`src/common/cache_settings.svh`:
```
`ifndef CACHE_SETTINGS_SVH
`define CACHE_SETTINGS_SVH

// Word address width, in words.
`define CACHE_ADDR_W 12

// Data word width.
`define CACHE_DATA_W 32

// One byte enable per byte of a word.
`define CACHE_STRB_W (`CACHE_DATA_W / 8)

// Number of index bits, so 16 lines.
`define CACHE_NLINES_W 4

// Number of word-in-line bits, so 4 words per line.
`define CACHE_WORD_OFFSET_W 2

// Write-through buffer holds 2**depth entries.
`define CACHE_WTBUF_DEPTH_W 2

`endif

```
`src/common/cache_pkg.sv`:
```
`include "cache_settings.svh"

package cache_pkg;

   typedef logic [`CACHE_DATA_W-1:0] word_t;
   typedef logic [`CACHE_STRB_W-1:0] strb_t;
   typedef logic [`CACHE_ADDR_W-1:0] addr_t;

   // Address split is tag, index, offset from the top down.
   typedef logic [`CACHE_ADDR_W-`CACHE_NLINES_W-`CACHE_WORD_OFFSET_W-1:0] tag_t;
   typedef logic [`CACHE_NLINES_W-1:0] index_t;
   typedef logic [`CACHE_WORD_OFFSET_W-1:0] offset_t;

   // One pending write on its way to memory.
   typedef struct packed {
      addr_t addr;
      word_t data;
      strb_t strb;
   } wtb_entry_t;

   typedef enum logic [2:0] {
      ST_IDLE,
      ST_LOOKUP,
      ST_WAIT_BUFFER,
      ST_FILL,
      ST_RESPOND
   } ctrl_state_e;

endpackage

```
`src/cache/backend_arbiter.sv`:
```
module backend_arbiter (
   input  logic                  clk_i,
   input  logic                  rst_i,
   input  logic                  fill_req_i,
   input  cache_pkg::addr_t      fill_addr_i,
   output logic                  fill_ack_o,
   output cache_pkg::word_t      fill_rdata_o,
   input  logic                  wtb_valid_i,
   input  cache_pkg::wtb_entry_t wtb_head_i,
   output logic                  wtb_pop_o,
   output logic                  be_req_o,
   output cache_pkg::addr_t      be_addr_o,
   output cache_pkg::word_t      be_wdata_o,
   output cache_pkg::strb_t      be_wstrb_o,
   input  cache_pkg::word_t      be_rdata_i,
   input  logic                  be_ack_i
);
   logic lock_q;
   logic lock_fill_q;
   logic use_fill;

   // Fill wins when free. The lock keeps the owner until its acknowledge.
   assign use_fill = lock_q ? lock_fill_q : fill_req_i;

   assign be_req_o   = use_fill ? fill_req_i : wtb_valid_i;
   assign be_addr_o  = use_fill ? fill_addr_i : wtb_head_i.addr;
   assign be_wdata_o = wtb_head_i.data;
   assign be_wstrb_o = use_fill ? '0 : wtb_head_i.strb;

   assign fill_ack_o   = use_fill && be_ack_i;
   assign fill_rdata_o = be_rdata_i;
   assign wtb_pop_o    = !use_fill && be_ack_i;

   always_ff @(posedge clk_i or posedge rst_i) begin
      if (rst_i) begin
         lock_q      <= 1'b0;
         lock_fill_q <= 1'b0;
      end else if (be_ack_i) begin
         lock_q <= 1'b0;
      end else if (be_req_o) begin
         lock_q      <= 1'b1;
         lock_fill_q <= use_fill;
      end
   end

endmodule

```
`config.mk`:
```
export PLATFORM = sky130hd
export DESIGN_NAME = backend_arbiter
export DESIGN_NICKNAME = d
export VERILOG_FILES = /design/src/common/cache_pkg.sv /design/src/cache/backend_arbiter.sv
export VERILOG_INCLUDE_DIRS = /design/src /design/src/common
export SDC_FILE = /design/constraint.sdc
export NUM_CORES = 1
export LEC_CHECK = 0
export ABC_AREA = 1
export BUFFER_PORTS_ARGS = -buffer_cell sky130_fd_sc_hd__buf_4
export CORE_AREA = 5 5 67 69
export DETAILED_ROUTE_END_ITERATION = 12
export DIE_AREA = 0 0 72 74
export PLACE_DENSITY = 0.75
export SETUP_SLACK_MARGIN = 0.4
export SYNTH_ARGS = -nofsm -noshare
export SYNTH_HDL_FRONTEND = slang
export SYNTH_SLANG_ARGS = --single-unit
```
`constraint.sdc`:
```
create_clock -name clk_i -period 1.4 [get_ports clk_i]
set_input_delay 0.07 -clock clk_i [delete_from_list [all_inputs] [get_ports clk_i]]
set_output_delay 0.07 -clock clk_i [all_outputs]
set_load 0.005 [all_outputs]
```
## Word-level counts from Yosys, hierarchy flattened

Index checks and enable logic that the tools add are counted.

| word-level totals | value |
|---|---|
| register bits | 2 |
| input port bits | 97 |
| output and inout bits | 83 |

| operators by class | value |
|---|---|
| reduce and logical (&&, ||, !) cells | 5 |
| muxes and demuxes | 6 |
| bitwise logic cells | 1 |

Operators by type and width:

| operator | count |
|---|---|
| 12-bit 2-to-1 mux | 1 |
| 1-bit 2-to-1 mux | 4 |
| 4-bit 2-to-1 mux | 1 |
| 1-bit logical AND | 2 |
| 2-bit AND reduction | 1 |
| 2-bit nonzero test | 1 |
| 1-bit zero test | 1 |
| 1-bit NOT | 1 |

## Longest topological paths before layout

Gate-level depths: netlist (run 1).

| logic depth | value |
|---|---|
| word-level depth | 4 |
| gate-level depth with buffers | 7 |
| gate-level depth less buffers | 7 |

## Worst setup path after synthesis (run 1)

No wires, ideal clock.

| timing | value |
|---|---|
| kind | reg-to-output |
| start point | register lock_q |
| end point | output port be_wstrb_o[0] |
| path slack | 0.375 ns |
| data arrival time | 0.955 ns |
| cell stages (with the launch flop) | 5 |
| data required time | 1.330 ns |
| path buffers | 1 |
| path through | dfrtp_1 o21ai_2 inv_2 buf_6 nor2_1 |

| between the ends | value |
|---|---|
| cells in the longest elaborated chain, start to end | 2 |

RTL lines:

| item | RTL line | source |
|---|---|---|
| from (decl) | backend_arbiter.sv:18 | `logic lock_q;` |
| from (signal assigned) | backend_arbiter.sv:36 | `lock_q <= 1'b0;` |
| from (signal assigned) | backend_arbiter.sv:39 | `lock_q <= 1'b0;` |
| from (signal assigned) | backend_arbiter.sv:41 | `lock_q <= 1'b1;` |
| 1-bit 2-to-1 mux | backend_arbiter.sv:23 | `assign use_fill = lock_q ? lock_fill_q : fill_req_i;` |
| 4-bit 2-to-1 mux | backend_arbiter.sv:28 | `assign be_wstrb_o = use_fill ? '0 : wtb_head_i.strb;` |
| to (decl) | backend_arbiter.sv:14 | `output cache_pkg::strb_t be_wstrb_o,` |

Every way passes these cells.

## Worst setup path in the final report (run 1)

| timing | value |
|---|---|
| start point | register lock_fill_q |
| end point | output port be_addr_o[8] |

| between the ends | value |
|---|---|
| cells in the longest elaborated chain, start to end | 2 |

RTL lines:

| item | RTL line | source |
|---|---|---|
| from (decl) | backend_arbiter.sv:19 | `logic lock_fill_q;` |
| from (signal assigned) | backend_arbiter.sv:42 | `lock_fill_q <= use_fill;` |
| 1-bit 2-to-1 mux | backend_arbiter.sv:23 |  |
| 12-bit 2-to-1 mux | backend_arbiter.sv:26 | `assign be_addr_o = use_fill ? fill_addr_i : wtb_head_i.addr;` |
| to (decl) | backend_arbiter.sv:12 | `output cache_pkg::addr_t be_addr_o,` |

Every way passes these cells.

==> results of run 1 <==
==> routing by layer <==
metal | vias to the layer above | global-route usage [%] | wire length, um
li1 | 312 | - | -
met1 | 262 | 7.84 | 760
met2 | 58 | 11.3 | 943
met3 | 36 | 4.19 | 390
met4 | 0 | 9.81 | 176
met5 | - | 0 | 0
==> worst paths after layout <==
kind                                              start                      end  depth (start not counted)
worst max-delay path            lock_fill_q$_DFFE_PP0P_             be_addr_o[8]                          7
worst min-delay path                           be_ack_i       lock_q$_DFFE_PP0P_                          2
worst max register to register       lock_q$_DFFE_PP0P_       lock_q$_DFFE_PP0P_                          6
worst min register to register  lock_fill_q$_DFFE_PP0P_  lock_fill_q$_DFFE_PP0P_                          2
max in group asynchronous                         rst_i  lock_fill_q$_DFFE_PP0P_                          3
min in group asynchronous                         rst_i       lock_q$_DFFE_PP0P_                          3
==> report_power, final <==
group	total, mW	switching, mW	internal, mW
Clock	0.227	0.0454	0.182
Sequential	0.0810	0.0112	0.0699
Combinational	0.432	0.194	0.238
Total	0.740	0.251	0.490
==> state kept, by name (all words and copies together) (netlist names) <==
register	cells
lock_fill_q	1
lock_q	1
==> per-stage QoR <==
step                total power [mW]  worst slack (ns)
floorplan                      0.395             0.398
global placement               0.471             0.238
detailed placement             0.476             0.208
CTS                            0.742            0.0481
global route                   0.816           -0.0332
finish                         0.740            0.0723
==> worst register-to-register path, delay by kind of cell, from the launching register on <==
kind | cells | cell delay (ns)
buffers and inverters | 3 | 0.42
flip-flops | 1 | 0.41
AND/OR/NAND/NOR | 2 | 0.15
AO/OA/AOI/OAI | 1 | 0.13
==> cell usage after synthesis <==
library cell,count,area share [%]
sky130_fd_sc_hd__a31oi_1,1,0.79
sky130_fd_sc_hd__nand2_1,44,21
sky130_fd_sc_hd__nor2_1,6,2.8
sky130_fd_sc_hd__buf_4,65,61
sky130_fd_sc_hd__buf_6,1,1.4
sky130_fd_sc_hd__dfrtp_1,2,6.3
sky130_fd_sc_hd__inv_2,1,0.47
sky130_fd_sc_hd__inv_1,8,3.8
sky130_fd_sc_hd__o21ai_2,1,1.1
sky130_fd_sc_hd__nand3_1,2,1.3
==> repair_timing <==
item | CTS | global route
hold buffers | 1 | 0
setup endpoints to repair | 20 | 21
resized for setup | 5 | 2
setup buffers | 3 | 1
hold endpoints to repair | 2 | 0
pin swaps | 1 | 0
cloned | 0 | 0
==> kinds of logic after synthesis <==
logic type	count (synthesis)	synth area share, %
AO/OA/AOI/OAI	2	1.89
buffers and inverters	75	67.0
flip-flops	2	6.29
AND/OR/NAND/NOR	52	24.8
==> cell type report <==
type / instances / area [um2] / area share (%)
timing repair buffer: 57 / 434 / 50.8
multi-input combinational: 54 / 230 / 26.9
tap: 50 / 62.6 / 7.32
sequential: 2 / 50.0 / 5.86
clock buffer: 3 / 41.3 / 4.83
inverter: 9 / 36.3 / 4.25
==> results, run 1 <==
- The run finished with clean final reports.
- The cell repeated most along the worst path is sky130_fd_sc_hd__nand2_1.
- The largest delay contributor family on the critical path is flip-flops.
- The final hold violation count came to 0.
- The final setup skew is roughly 0.0019 ns.
- After the last flow step, the layout net total stands at between 200 and 250.
- The mean area per synthesized cell is 6.07 um2.
- The length of the first detailed-routing pass in iterations is 2.
- The total instance count after detailed placement is roughly 170.
- The highest attainable clock frequency is about 750 MHz.
- In this run the tightest slew margin relative to its limit is 87.0%.
- The cell area after placement is roughly 750 um2.
- The effective utilization at floorplan is roughly a fifth.
- The post-CTS clock slew at the launch and capture registers of the worst setup and hold paths is 0.03 ns.
- Summed over all layers, the global routing overflow is 0.
- Across all register-to-register paths, the minimum setup slack is around 0.21 ns.
- The share of final-layout standard cells stronger than drive strength 1 is 52.0%.
- The critical path buffer and inverter count is 3.
- The number of storage elements in the synthesis netlist is 2.
- The worst stage delay on the critical path is 0.38 ns.
- The initialized floorplan defines 23 standard-cell rows.
- The kind of start point of the critical path is a flop.
- In this run the worst hold path is classified as primary input to flop.
- Leaving out fill and tap cells, the most frequent cells in the layout are sky130_fd_sc_hd__buf_4, sky130_fd_sc_hd__nand2_1, sky130_fd_sc_hd__inv_1.
- In this run the tool buffered the top-level ports with a little over 50 buffer cells.
- At the end of routability-driven placement, the weighted congestion stood at 0.716.
- The layout-stage area growth over the synthesis result is 7.39%.
- The die outline height is between 70 and 80 um.
- The clock net sink count is 2.
- The setup TNS after final layout is 0 ns.
- The worst-case IR drop observed on VDD is between 0.2 and 0.25 mV.
- The detailed placer's ending HPWL is about 1800 um.
- The number of antenna violations at the first check in global routing is 0.
- STA puts the critical path data required time at around 1.3 ns.
- TritonCTS built the clock tree.
- Setup violations remaining at the end of the flow were counted as 0.
- For this run, the share of the core covered by cells in the final layout is roughly 22%.
- The number of vias in the routed layout is roughly 670.
- The die extent in x is between 70 and 80 um.
- Wires add up to approximately 2300 um.
- For the pin with the worst max-slew slack, the measured transition is 0.194 ns.
- The placeable core region is around 3900 um2.
- The number of H-tree levels is 1.
- The warning count from the yosys run is 0.
- The number of ports placed on the die boundary is between 150 and 200.
- The worst setup path category is flop to output port.
- The summed instance area of the synthesized netlist is 796 um2.
- The root buffer cell is sky130_fd_sc_hd__clkbuf_8.
- The portion of the clock cycle consumed by the worst path in the final layout is ~95%.
- The max-cap violation count is 0.
- The ratio of total power to cell area is around 870 nW/um2.
- The slowest cell on the critical path is sky130_fd_sc_hd__dfrtp_1.
- The minimum clock period is 1.33 ns.
- The share of synthesized area occupied by flip-flops and latches is between 6 and 7%.
- The antenna violation net count after detailed routing is 0.
- The clock latency at the later pin of the worst-skew pair is 0.21 ns.
- The net count after synthesis is 228.
- Entering global routing, the biggest net connects 19 pins.
- The first global-routing pass estimated 3300 um of wire.
- Dividing the detail-routed via count by the number of cells gives ~3.8.
- The worst-case clock buffer depth is 2.
- The analysis attributes to cell leakage a power of ~0.52 nW.
- The non-filler instance count after layout is around 180.
- The final cell area excluding filler cells is 855 um2.
- Setup repair after global routing could not meet its margin everywhere.
- The residual DRC count is 0.
- Final hold analysis gives a worst-case slack of roughly 0.023 ns.
- The most frequent standard cell in the layout excluding fill and tap cells is sky130_fd_sc_hd__buf_4.
- STA classifies the critical path endpoint as an output port.
- Counting the buffers created by CTS gives 3.
- The number of fillers in the final layout is 463.
- The number of different library cells used by synthesis comes to 10.
- The signal on the critical path passes through inv_1, nand2_2, o21ai_4, buf_6, nand2_1, nand2_1, buf_4.
- The number of diodes added for antenna fixing is 0.
- Dividing the detail-routed wire length by the instance count gives between 10 and 15 um.
- The number of pins with negative max-slew slack in the final report is 0.
- After the first detailed-routing iteration, the DRC count stood at 24.
- The synthesized instance count is between 100 and 150.
- Along the worst path, the maximum fanout reaches 13.
- The floorplan die area is 5330 um2.
- The data arrival time at the worst-slack endpoint is approximately 1.3 ns.
- The via count of the first global-routing pass came to 676.
- For this run, the total global-route usage over all layers was measured as 8.07%.
Power figures use the tool's default switching activity.
==> run 2: changes to the inputs <==
--- a/config.mk
+++ b/config.mk
@@ -11,8 +11,9 @@
 export CORE_AREA = 5 5 67 69
 export DETAILED_ROUTE_END_ITERATION = 12
 export DIE_AREA = 0 0 72 74
-export PLACE_DENSITY = 0.75
+export PLACE_DENSITY_LB_ADDON = 0.12
 export SETUP_SLACK_MARGIN = 0.4
+export SLEW_MARGIN = 20
 export SYNTH_ARGS = -nofsm -noshare
 export SYNTH_HDL_FRONTEND = slang
 export SYNTH_SLANG_ARGS = --single-unit
==> run 2 against run 1 <==
Combinational power grew 25%. Design area increased by 13%. Routed wire length increased by 20%. Critical endpoint is now be_addr_o[3].
==> results, run 2 (synthesis results as in run 1) <==
- The worst-case clock buffer depth is 2.
- The effective utilization at floorplan is between 20 and 25%.
- The worst reg-to-reg path cell count is 9.
- Setup repair after global routing could not meet its margin everywhere.
- From left edge to right edge, the die measures 72 um.
- The library cell used most frequently in the layout, excluding fill and tap cells, is sky130_fd_sc_hd__buf_4.
- Routability-driven placement finished with a final weighted congestion of between 0.7 and 0.8.
- The total overflow left after global routing is 0.
- In the final layout, the registers with the most flip-flops are lock_fill_q: 1 flops, lock_q: 1 flops.
- 180 I/O pins were placed.
- The kind of start point of the critical path is a flop.
- The largest fanout on the critical path is 5.
- The detail route stage leaves a number of antenna-violating nets equal to 0.
- The length of the first detailed-routing pass in iterations is 4.
- The floorplan has 23 rows.
- The floorplan step defined a core boundary enclosing 3860 um2.
- The number of DRC markers after the initial detailed-route iteration is 13.
- The clock net sink count is 2.
- The portion of the clock cycle consumed by the worst path in the final layout is ~97%.
- The final hold violation count is 0.
- The TritonCTS clock tree is done.
- The layout-stage area growth over the synthesis result is 20.9%.
- The highest attainable clock frequency is between 700 and 800 MHz.
- The tightest hold margin is around 0.019 ns.
- At the later pin of the worst-skew pair, clock insertion delay measures about 0.21 ns.
- IR analysis of the VDD net gives a maximum drop of 0.162 mV.
- The TritonCTS buffer count is 3.
- Entering global routing, the biggest net connects 19 pins.
- For this design the static power due to leakage is ~0.55 nW.
- In the final design database the tool counted between 200 and 250 nets.
- The pre-CTS setup slack is between 0.15 and 0.2 ns.
- The worst-case headroom to the max-slew limit is between 80% and 90%.
- The number of vias in the routed layout is between 600 and 700.
- The worst flop-to-flop path startpoint is lock_q$_DFFE_PP0P_.
- The vias per cell is 3.77.
- From bottom edge to top edge, the die measures 74 um.
- The root buffer cell is sky130_fd_sc_hd__clkbuf_8.
- The data arrival time at the worst-slack endpoint is around 1.3 ns.
- The residual DRC count is 0.
- The worst stage delay on the critical path is approximately 0.42 ns.
- The library cells used most frequently in the layout, excluding fill and tap cells, are sky130_fd_sc_hd__buf_4, sky130_fd_sc_hd__nand2_1, sky130_fd_sc_hd__nand2_2.
- After clock tree synthesis, the clock-pin slew on the worst setup and hold paths is roughly 0.030 ns.
- The number of antenna violations at the first check in global routing was 0.
- The number of pins with negative max-slew slack in the final report was 0.
- The tightest min-delay check is of the primary input to flop type.
- Between clock sinks in the finished design, the worst skew comes to roughly 0.0006 ns.
- 0 antenna diodes ended up in the layout.
- Input and output buffers added on the ports amount to between 50 and 60.
- The via count of the first global-routing pass came to 670.
- The number of H-tree levels is 1.
- For this run, the total global-route usage over all layers was measured as 9.39%.
- The actual slew at the worst max-slew pin is about 0.17 ns.
- The ratio of total power to cell area is approximately 880 nW/um2.
- The detailed placer's ending HPWL is between 2000 and 2500 um.
- The share of final-layout standard cells stronger than drive strength 1 is between 60% and 70%.
- The first global-routing pass estimated 3750 um of wire.
- The worst flop-to-flop path endpoint is lock_fill_q$_DFFE_PP0P_.
- The number of logic stages on the critical path including buffering is 7.
- For the worst setup path, the data required time is between 1 and 1.5 ns.
- The kind of end point of the critical path is an output port.
- The slowest stage of the critical path is the sky130_fd_sc_hd__dfrtp_2 cell.
- The launch point of the worst path is lock_q$_DFFE_PP0P_.
- The reg-to-reg setup timing slack is about 0.13 ns.
- The end point of the critical path is be_addr_o[3].
- The critical path contains buffers and inverters numbering 3 combined.
- The routed design has 2730 um of wire.
- The final routed wire length divided by cell count is between 15 and 20 um.
- Among cell families on the critical path, the largest total delay comes from flip-flops.
- The minimum clock period is approximately 1.4 ns.
- The max-cap violation count is 0.
- The critical path is of the flop to output port type.
- Setup violations remaining at the end of the flow were counted as 0.
- The run finished with clean final reports.
- Once layout is complete, the utilization of the core stands at 25.0%.
- The smallest setup slack after layout is ~0.046 ns.
- The signal on the critical path passes through nand2_2, o21ai_4, buf_6, buf_6, nand2_1, nand2_1, buf_4.
- The die covers ~5300 um2.
- The completed layout was analyzed and its total power is about 0.85 mW.
## run 2: worst reg2reg max path, delay by kind of cell (launching register included)
| family | cells | cell delay (ns) |
|---|---|---|
| DFF | 1 | 0.42 |
| buffers and inverters | 4 | 0.45 |
| and+or+nand+nor | 5 | 0.29 |
## run 2: repair_timing
| action | in CTS | in global routing |
|---|---|---|
| pin swaps | 6 | 3 |
| gates cloned | 1 | 0 |
| endpoints found under the hold margin | 2 | 0 |
| gates resized for setup | 14 | 17 |
| buffers inserted | 6 | 2 |
| hold buffers | 1 | 0 |
| setup endpoints to repair | 20 | 21 |
## run 2: worst min path at each step
stage | endpoint | start | depth (start not counted)
after floorplan | lock_fill_q$_DFFE_PP0P_ | rst_i | 1
after global placement | lock_q$_DFFE_PP0P_ | rst_i | 2
after detailed placement | lock_q$_DFFE_PP0P_ | rst_i | 2
after CTS | lock_q$_DFFE_PP0P_ | be_ack_i | 2
after global routing | lock_q$_DFFE_PP0P_ | be_ack_i | 2
final | lock_q$_DFFE_PP0P_ | be_ack_i | 2
## run 2: area by class of cell
type | count | area, um2
fill | 441 | 2890
clock buffer | 3 | 41.3
inverter | 9 | 43.8
sequential | 2 | 51.3
timing repair buffer | 62 | 494
tap | 50 | 62.6
multi-input combinational | 54 | 269
## run 2: stage by stage
stage,area (um2),setup TNS (ns),std cells
3_5_place_dp,749,0,167
3_3_place_gp,749,0,167
6_report,962,0,180
2_1_floorplan,796,0,131
5_1_grt,962,-0.00450,180
4_1_cts,896,0,178
## run 2: layer usage
metal,share of wire [%],track usage [%],up-vias
li1,-,-,322
met1,27,7.59,285
met2,53,16.2,50
met3,16,7.16,22
met4,3.4,5.64,0
met5,0,0,-
## run 2: power by group
group / internal (mW) / total (mW) / switching, mW
sequential: 0.0704 / 0.0787 / 0.00832
combinational: 0.308 / 0.542 / 0.235
clock: 0.182 / 0.225 / 0.0435
total: 0.560 / 0.846 / 0.287
==> run 3: changes to the inputs <==
--- a/config.mk
+++ b/config.mk
@@ -7,13 +7,12 @@
 export NUM_CORES = 1
 export LEC_CHECK = 0
 export ABC_AREA = 1
-export BUFFER_PORTS_ARGS = -buffer_cell sky130_fd_sc_hd__buf_4
+export BUFFER_PORTS_ARGS = -buffer_cell sky130_fd_sc_hd__buf_2
 export CORE_AREA = 5 5 67 69
 export DETAILED_ROUTE_END_ITERATION = 12
 export DIE_AREA = 0 0 72 74
 export PLACE_DENSITY_LB_ADDON = 0.12
 export SETUP_SLACK_MARGIN = 0.4
-export SLEW_MARGIN = 20
 export SYNTH_ARGS = -nofsm -noshare
 export SYNTH_HDL_FRONTEND = slang
 export SYNTH_SLANG_ARGS = --single-unit
==> run 3 against run 2 <==
Clock skew about the same. Largest power group unchanged. Non-clock buffer count shrank 5. Total power shrank 19%. Register-to-register slack better by 0.05 ns. First-iteration DRC count up 31%. Highest routed layer unchanged.
==> results, run 3 (synthesis results as in run 1) <==
- The multi-input combinational cells in the finished layout cover a total of 248 um2.
- The weighted congestion reported at the end of routability-driven placement is 0.686.
- During I/O placement, the number of pins put on the boundary was 180.
- In the global route stage, overall resource usage came out at ~8.5%.
- The number of diodes added for antenna fixing is 0.
- The number of DRC markers after the initial detailed-route iteration is 17.
- The clock group share of total power is about a third.
- The sequential standard cell area is 51.3 um2.
- The number of antenna violations at the first check in global routing is 0.
- The slowest cell on the critical path is sky130_fd_sc_hd__dfrtp_2.
- STA puts the critical path data required time at about 1.3 ns.
- The final hold violation count is 0.
- In this run the number of H-tree levels came out at 1.
- Setup repair after global routing could not meet its margin everywhere.
- Summed over all cells, the static leakage comes to a little under 0.5 nW.
- TritonCTS created 3 clock buffers.
- The switching share of power is a little over a third.
- The worst setup path category is flop to output port.
- The first global-routing pass estimated between 3000 and 4000 um of wire.
- The largest registers in the layout are lock_fill_q: 1 flops, lock_q: 1 flops.
- Clock latency on the worst-skew pair, taken at its later pin, is roughly 0.21 ns.
- The switching power total is ~0.25 mW.
- The first detailed-routing pass ran for 4 iterations.
- Measured along the x axis, the die boundary spans between 70 and 80 um.
- The tree is rooted in a sky130_fd_sc_hd__clkbuf_8.
- The highest attainable clock frequency is roughly 760 MHz.
- The final routed wire length divided by cell count is 14.1 um.
- No sink is reached through more buffers than the 2 on the longest clock path.
- The post-CTS clock slew at the launch and capture registers of the worst setup and hold paths is roughly 0.03 ns.
- The detailed placer's ending HPWL is approximately 2100 um.
- The die covers about 5300 um2.
- The data arrival time at the worst-slack endpoint is ~1.2 ns.
- STA classifies the critical path startpoint as a flop.
- In the layout the commonest cells are sky130_fd_sc_hd__buf_2, sky130_fd_sc_hd__nand2_1, sky130_fd_sc_hd__inv_1, sky130_fd_sc_hd__nand2_2, sky130_fd_sc_hd__nor2_1.
- Across the run, the number of max-cap violations was 0.
- The critical path goes through o21ai_4, buf_6, nand2_1, nand2_1, buf_2.
- The flow ran to the end, and the final reports show no timing, DRC or antenna violations.
- After filler insertion, the fill cell instance count of the layout stands at ~450.
- Setup violations remaining at the end of the flow were counted as 0.
- The share of total power dissipated in combinational logic is 55.7%.
- The setup TNS after final layout is 0 ns.
- The final critical path takes up 93.5% of the cycle.
- The largest fanout on the critical path is 7.
- The placeable core region is slightly below 4000 um2.
- For this run, design rule violations remaining after detail routing come to 0.
- The number of input and output port buffers inserted is 51.
- The tightest hold margin is between 0.03 and 0.04 ns.
- The most frequent standard cell in the layout excluding fill and tap cells is sky130_fd_sc_hd__buf_2.
- The floorplan step set the die height to ~74 um.
- The floorplan row count is 23.
- Headroom to the max-slew limit came out at between 80% and 90%.
- The number of vias in the routed layout is between 600 and 700.
- Counting every sink on the clock net gives 2.
- The kind of end point of the critical path is an output port.
- The final setup skew is 0.000581 ns.
- The layout-stage area growth over the synthesis result is -4.25%.
- Across the VDD grid, the largest voltage drop is 0.206 mV.
- The via count of the first global-routing pass was ~660.
- The cell that appears most often on the critical path is sky130_fd_sc_hd__nand2_1.
- The path class of the tightest hold or removal check is primary input to flop.
- The final layout contains roughly 220 nets.
- The final layout contains routed wiring with a total length of ~2500 um.
- Dividing the detail-routed via count by the number of cells gives around 3.7.
- The internal portion of the total power is 0.440 mW.
- The sequential cell fraction of total power is between 10 and 15%.
- Power spread over the standard cell area amounts to between 900 and 1000 nW/um2.
- The detail route stage leaves a number of antenna-violating nets equal to 0.
- The worst stage delay on the critical path is about 0.42 ns.
- The worst path in the final design needs a cycle of roughly 1.3 ns, including I/O delays and setup.
- TritonCTS built the clock tree.
- The effective utilization at floorplan is between 20% and 30%.
- The pre-CTS setup slack is 0.223 ns.
- The maximum number of pins on one net before global-route repair is 19.
- The smallest setup slack after layout is a little over 0.09 ns.
- The number of pins with negative max-slew slack in the final report is 0.
- The share of final-layout standard cells stronger than drive strength 1 is roughly 58%.
- Summed over all layers, the global routing overflow is 0.
- At the pin with the least slew margin, the transition time is 0.228 ns.
==> run 3: layout make-up <==
| class | count | area share, % |
|---|---|---|
| timing repair buffer | 57 | 42.0 |
| multi-input combinational | 54 | 32.5 |
| tap | 50 | 8.21 |
| sequential | 2 | 6.73 |
| clock buffer | 3 | 5.42 |
| inverter | 9 | 5.09 |
==> run 3: path summary, 6_finish.rpt <==
path	start	endpoint	cells past startpoint	slack (ns)
max	lock_q$_DFFE_PP0P_	be_addr_o[6]	5	0.09
min	be_ack_i	lock_q$_DFFE_PP0P_	2	0.04
max reg2reg	lock_q$_DFFE_PP0P_	lock_fill_q$_DFFE_PP0P_	9	0.18
min reg2reg	lock_fill_q$_DFFE_PP0P_	lock_fill_q$_DFFE_PP0P_	2	0.52
max in group asynchronous	rst_i	lock_q$_DFFE_PP0P_	3	0.98
min in group asynchronous	rst_i	lock_fill_q$_DFFE_PP0P_	3	0.28
==> run 3: worst max-delay path: cells and delay by family, from the launching register on <==
| family | cells | cell delay [ns] |
|---|---|---|
| flip-flops | 1 | 0.42 |
| AND/OR/NAND/NOR | 2 | 0.11 |
| AO/OA/AOI/OAI | 1 | 0.22 |
| buffers and inverters | 2 | 0.27 |
==> run 3: power groups by stage <==
stage | registers (mW) | logic, mW | clock network, mW
after floorplan | 0.0781 | 0.316 | 0
after global placement | 0.0801 | 0.317 | 0
after detailed placement | 0.0801 | 0.314 | 0
after CTS | 0.0795 | 0.337 | 0.229
after global routing | 0.0849 | 0.434 | 0.241
final | 0.0834 | 0.382 | 0.221
==> run 3: through the flow <==
stage	util, %	instance area (um2)	cells	power (mW)
global route	19.8	762	175	0.759
CTS	18.1	699	173	0.645
detailed placement	16.1	622	167	0.394
finish	19.8	762	175	0.687
floorplan	-	796	131	0.395
global placement	16.1	622	167	0.397
==> run 3: repair_timing <==
item / CTS / global route
setup endpoints to repair: 20 / 20
setup buffers: 2 / 1
gates cloned: 0 / 1
resized for setup: 3 / 16
endpoints found under the hold margin: 2 / 0
pin swaps: 2 / 7
hold buffers: 1 / 0
==> run 3: per-layer routing <==
layer | vias up | global-route usage [%] | part of all wire (%) | wire length [um]
met5 | - | 0 | 0 | 0
met1 | 276 | 6.70 | 28 | 694
met3 | 18 | 6.22 | 17 | 421
met2 | 48 | 14.7 | 52 | 1280
li1 | 312 | - | - | -
met4 | 0 | 5.64 | 2.8 | 69
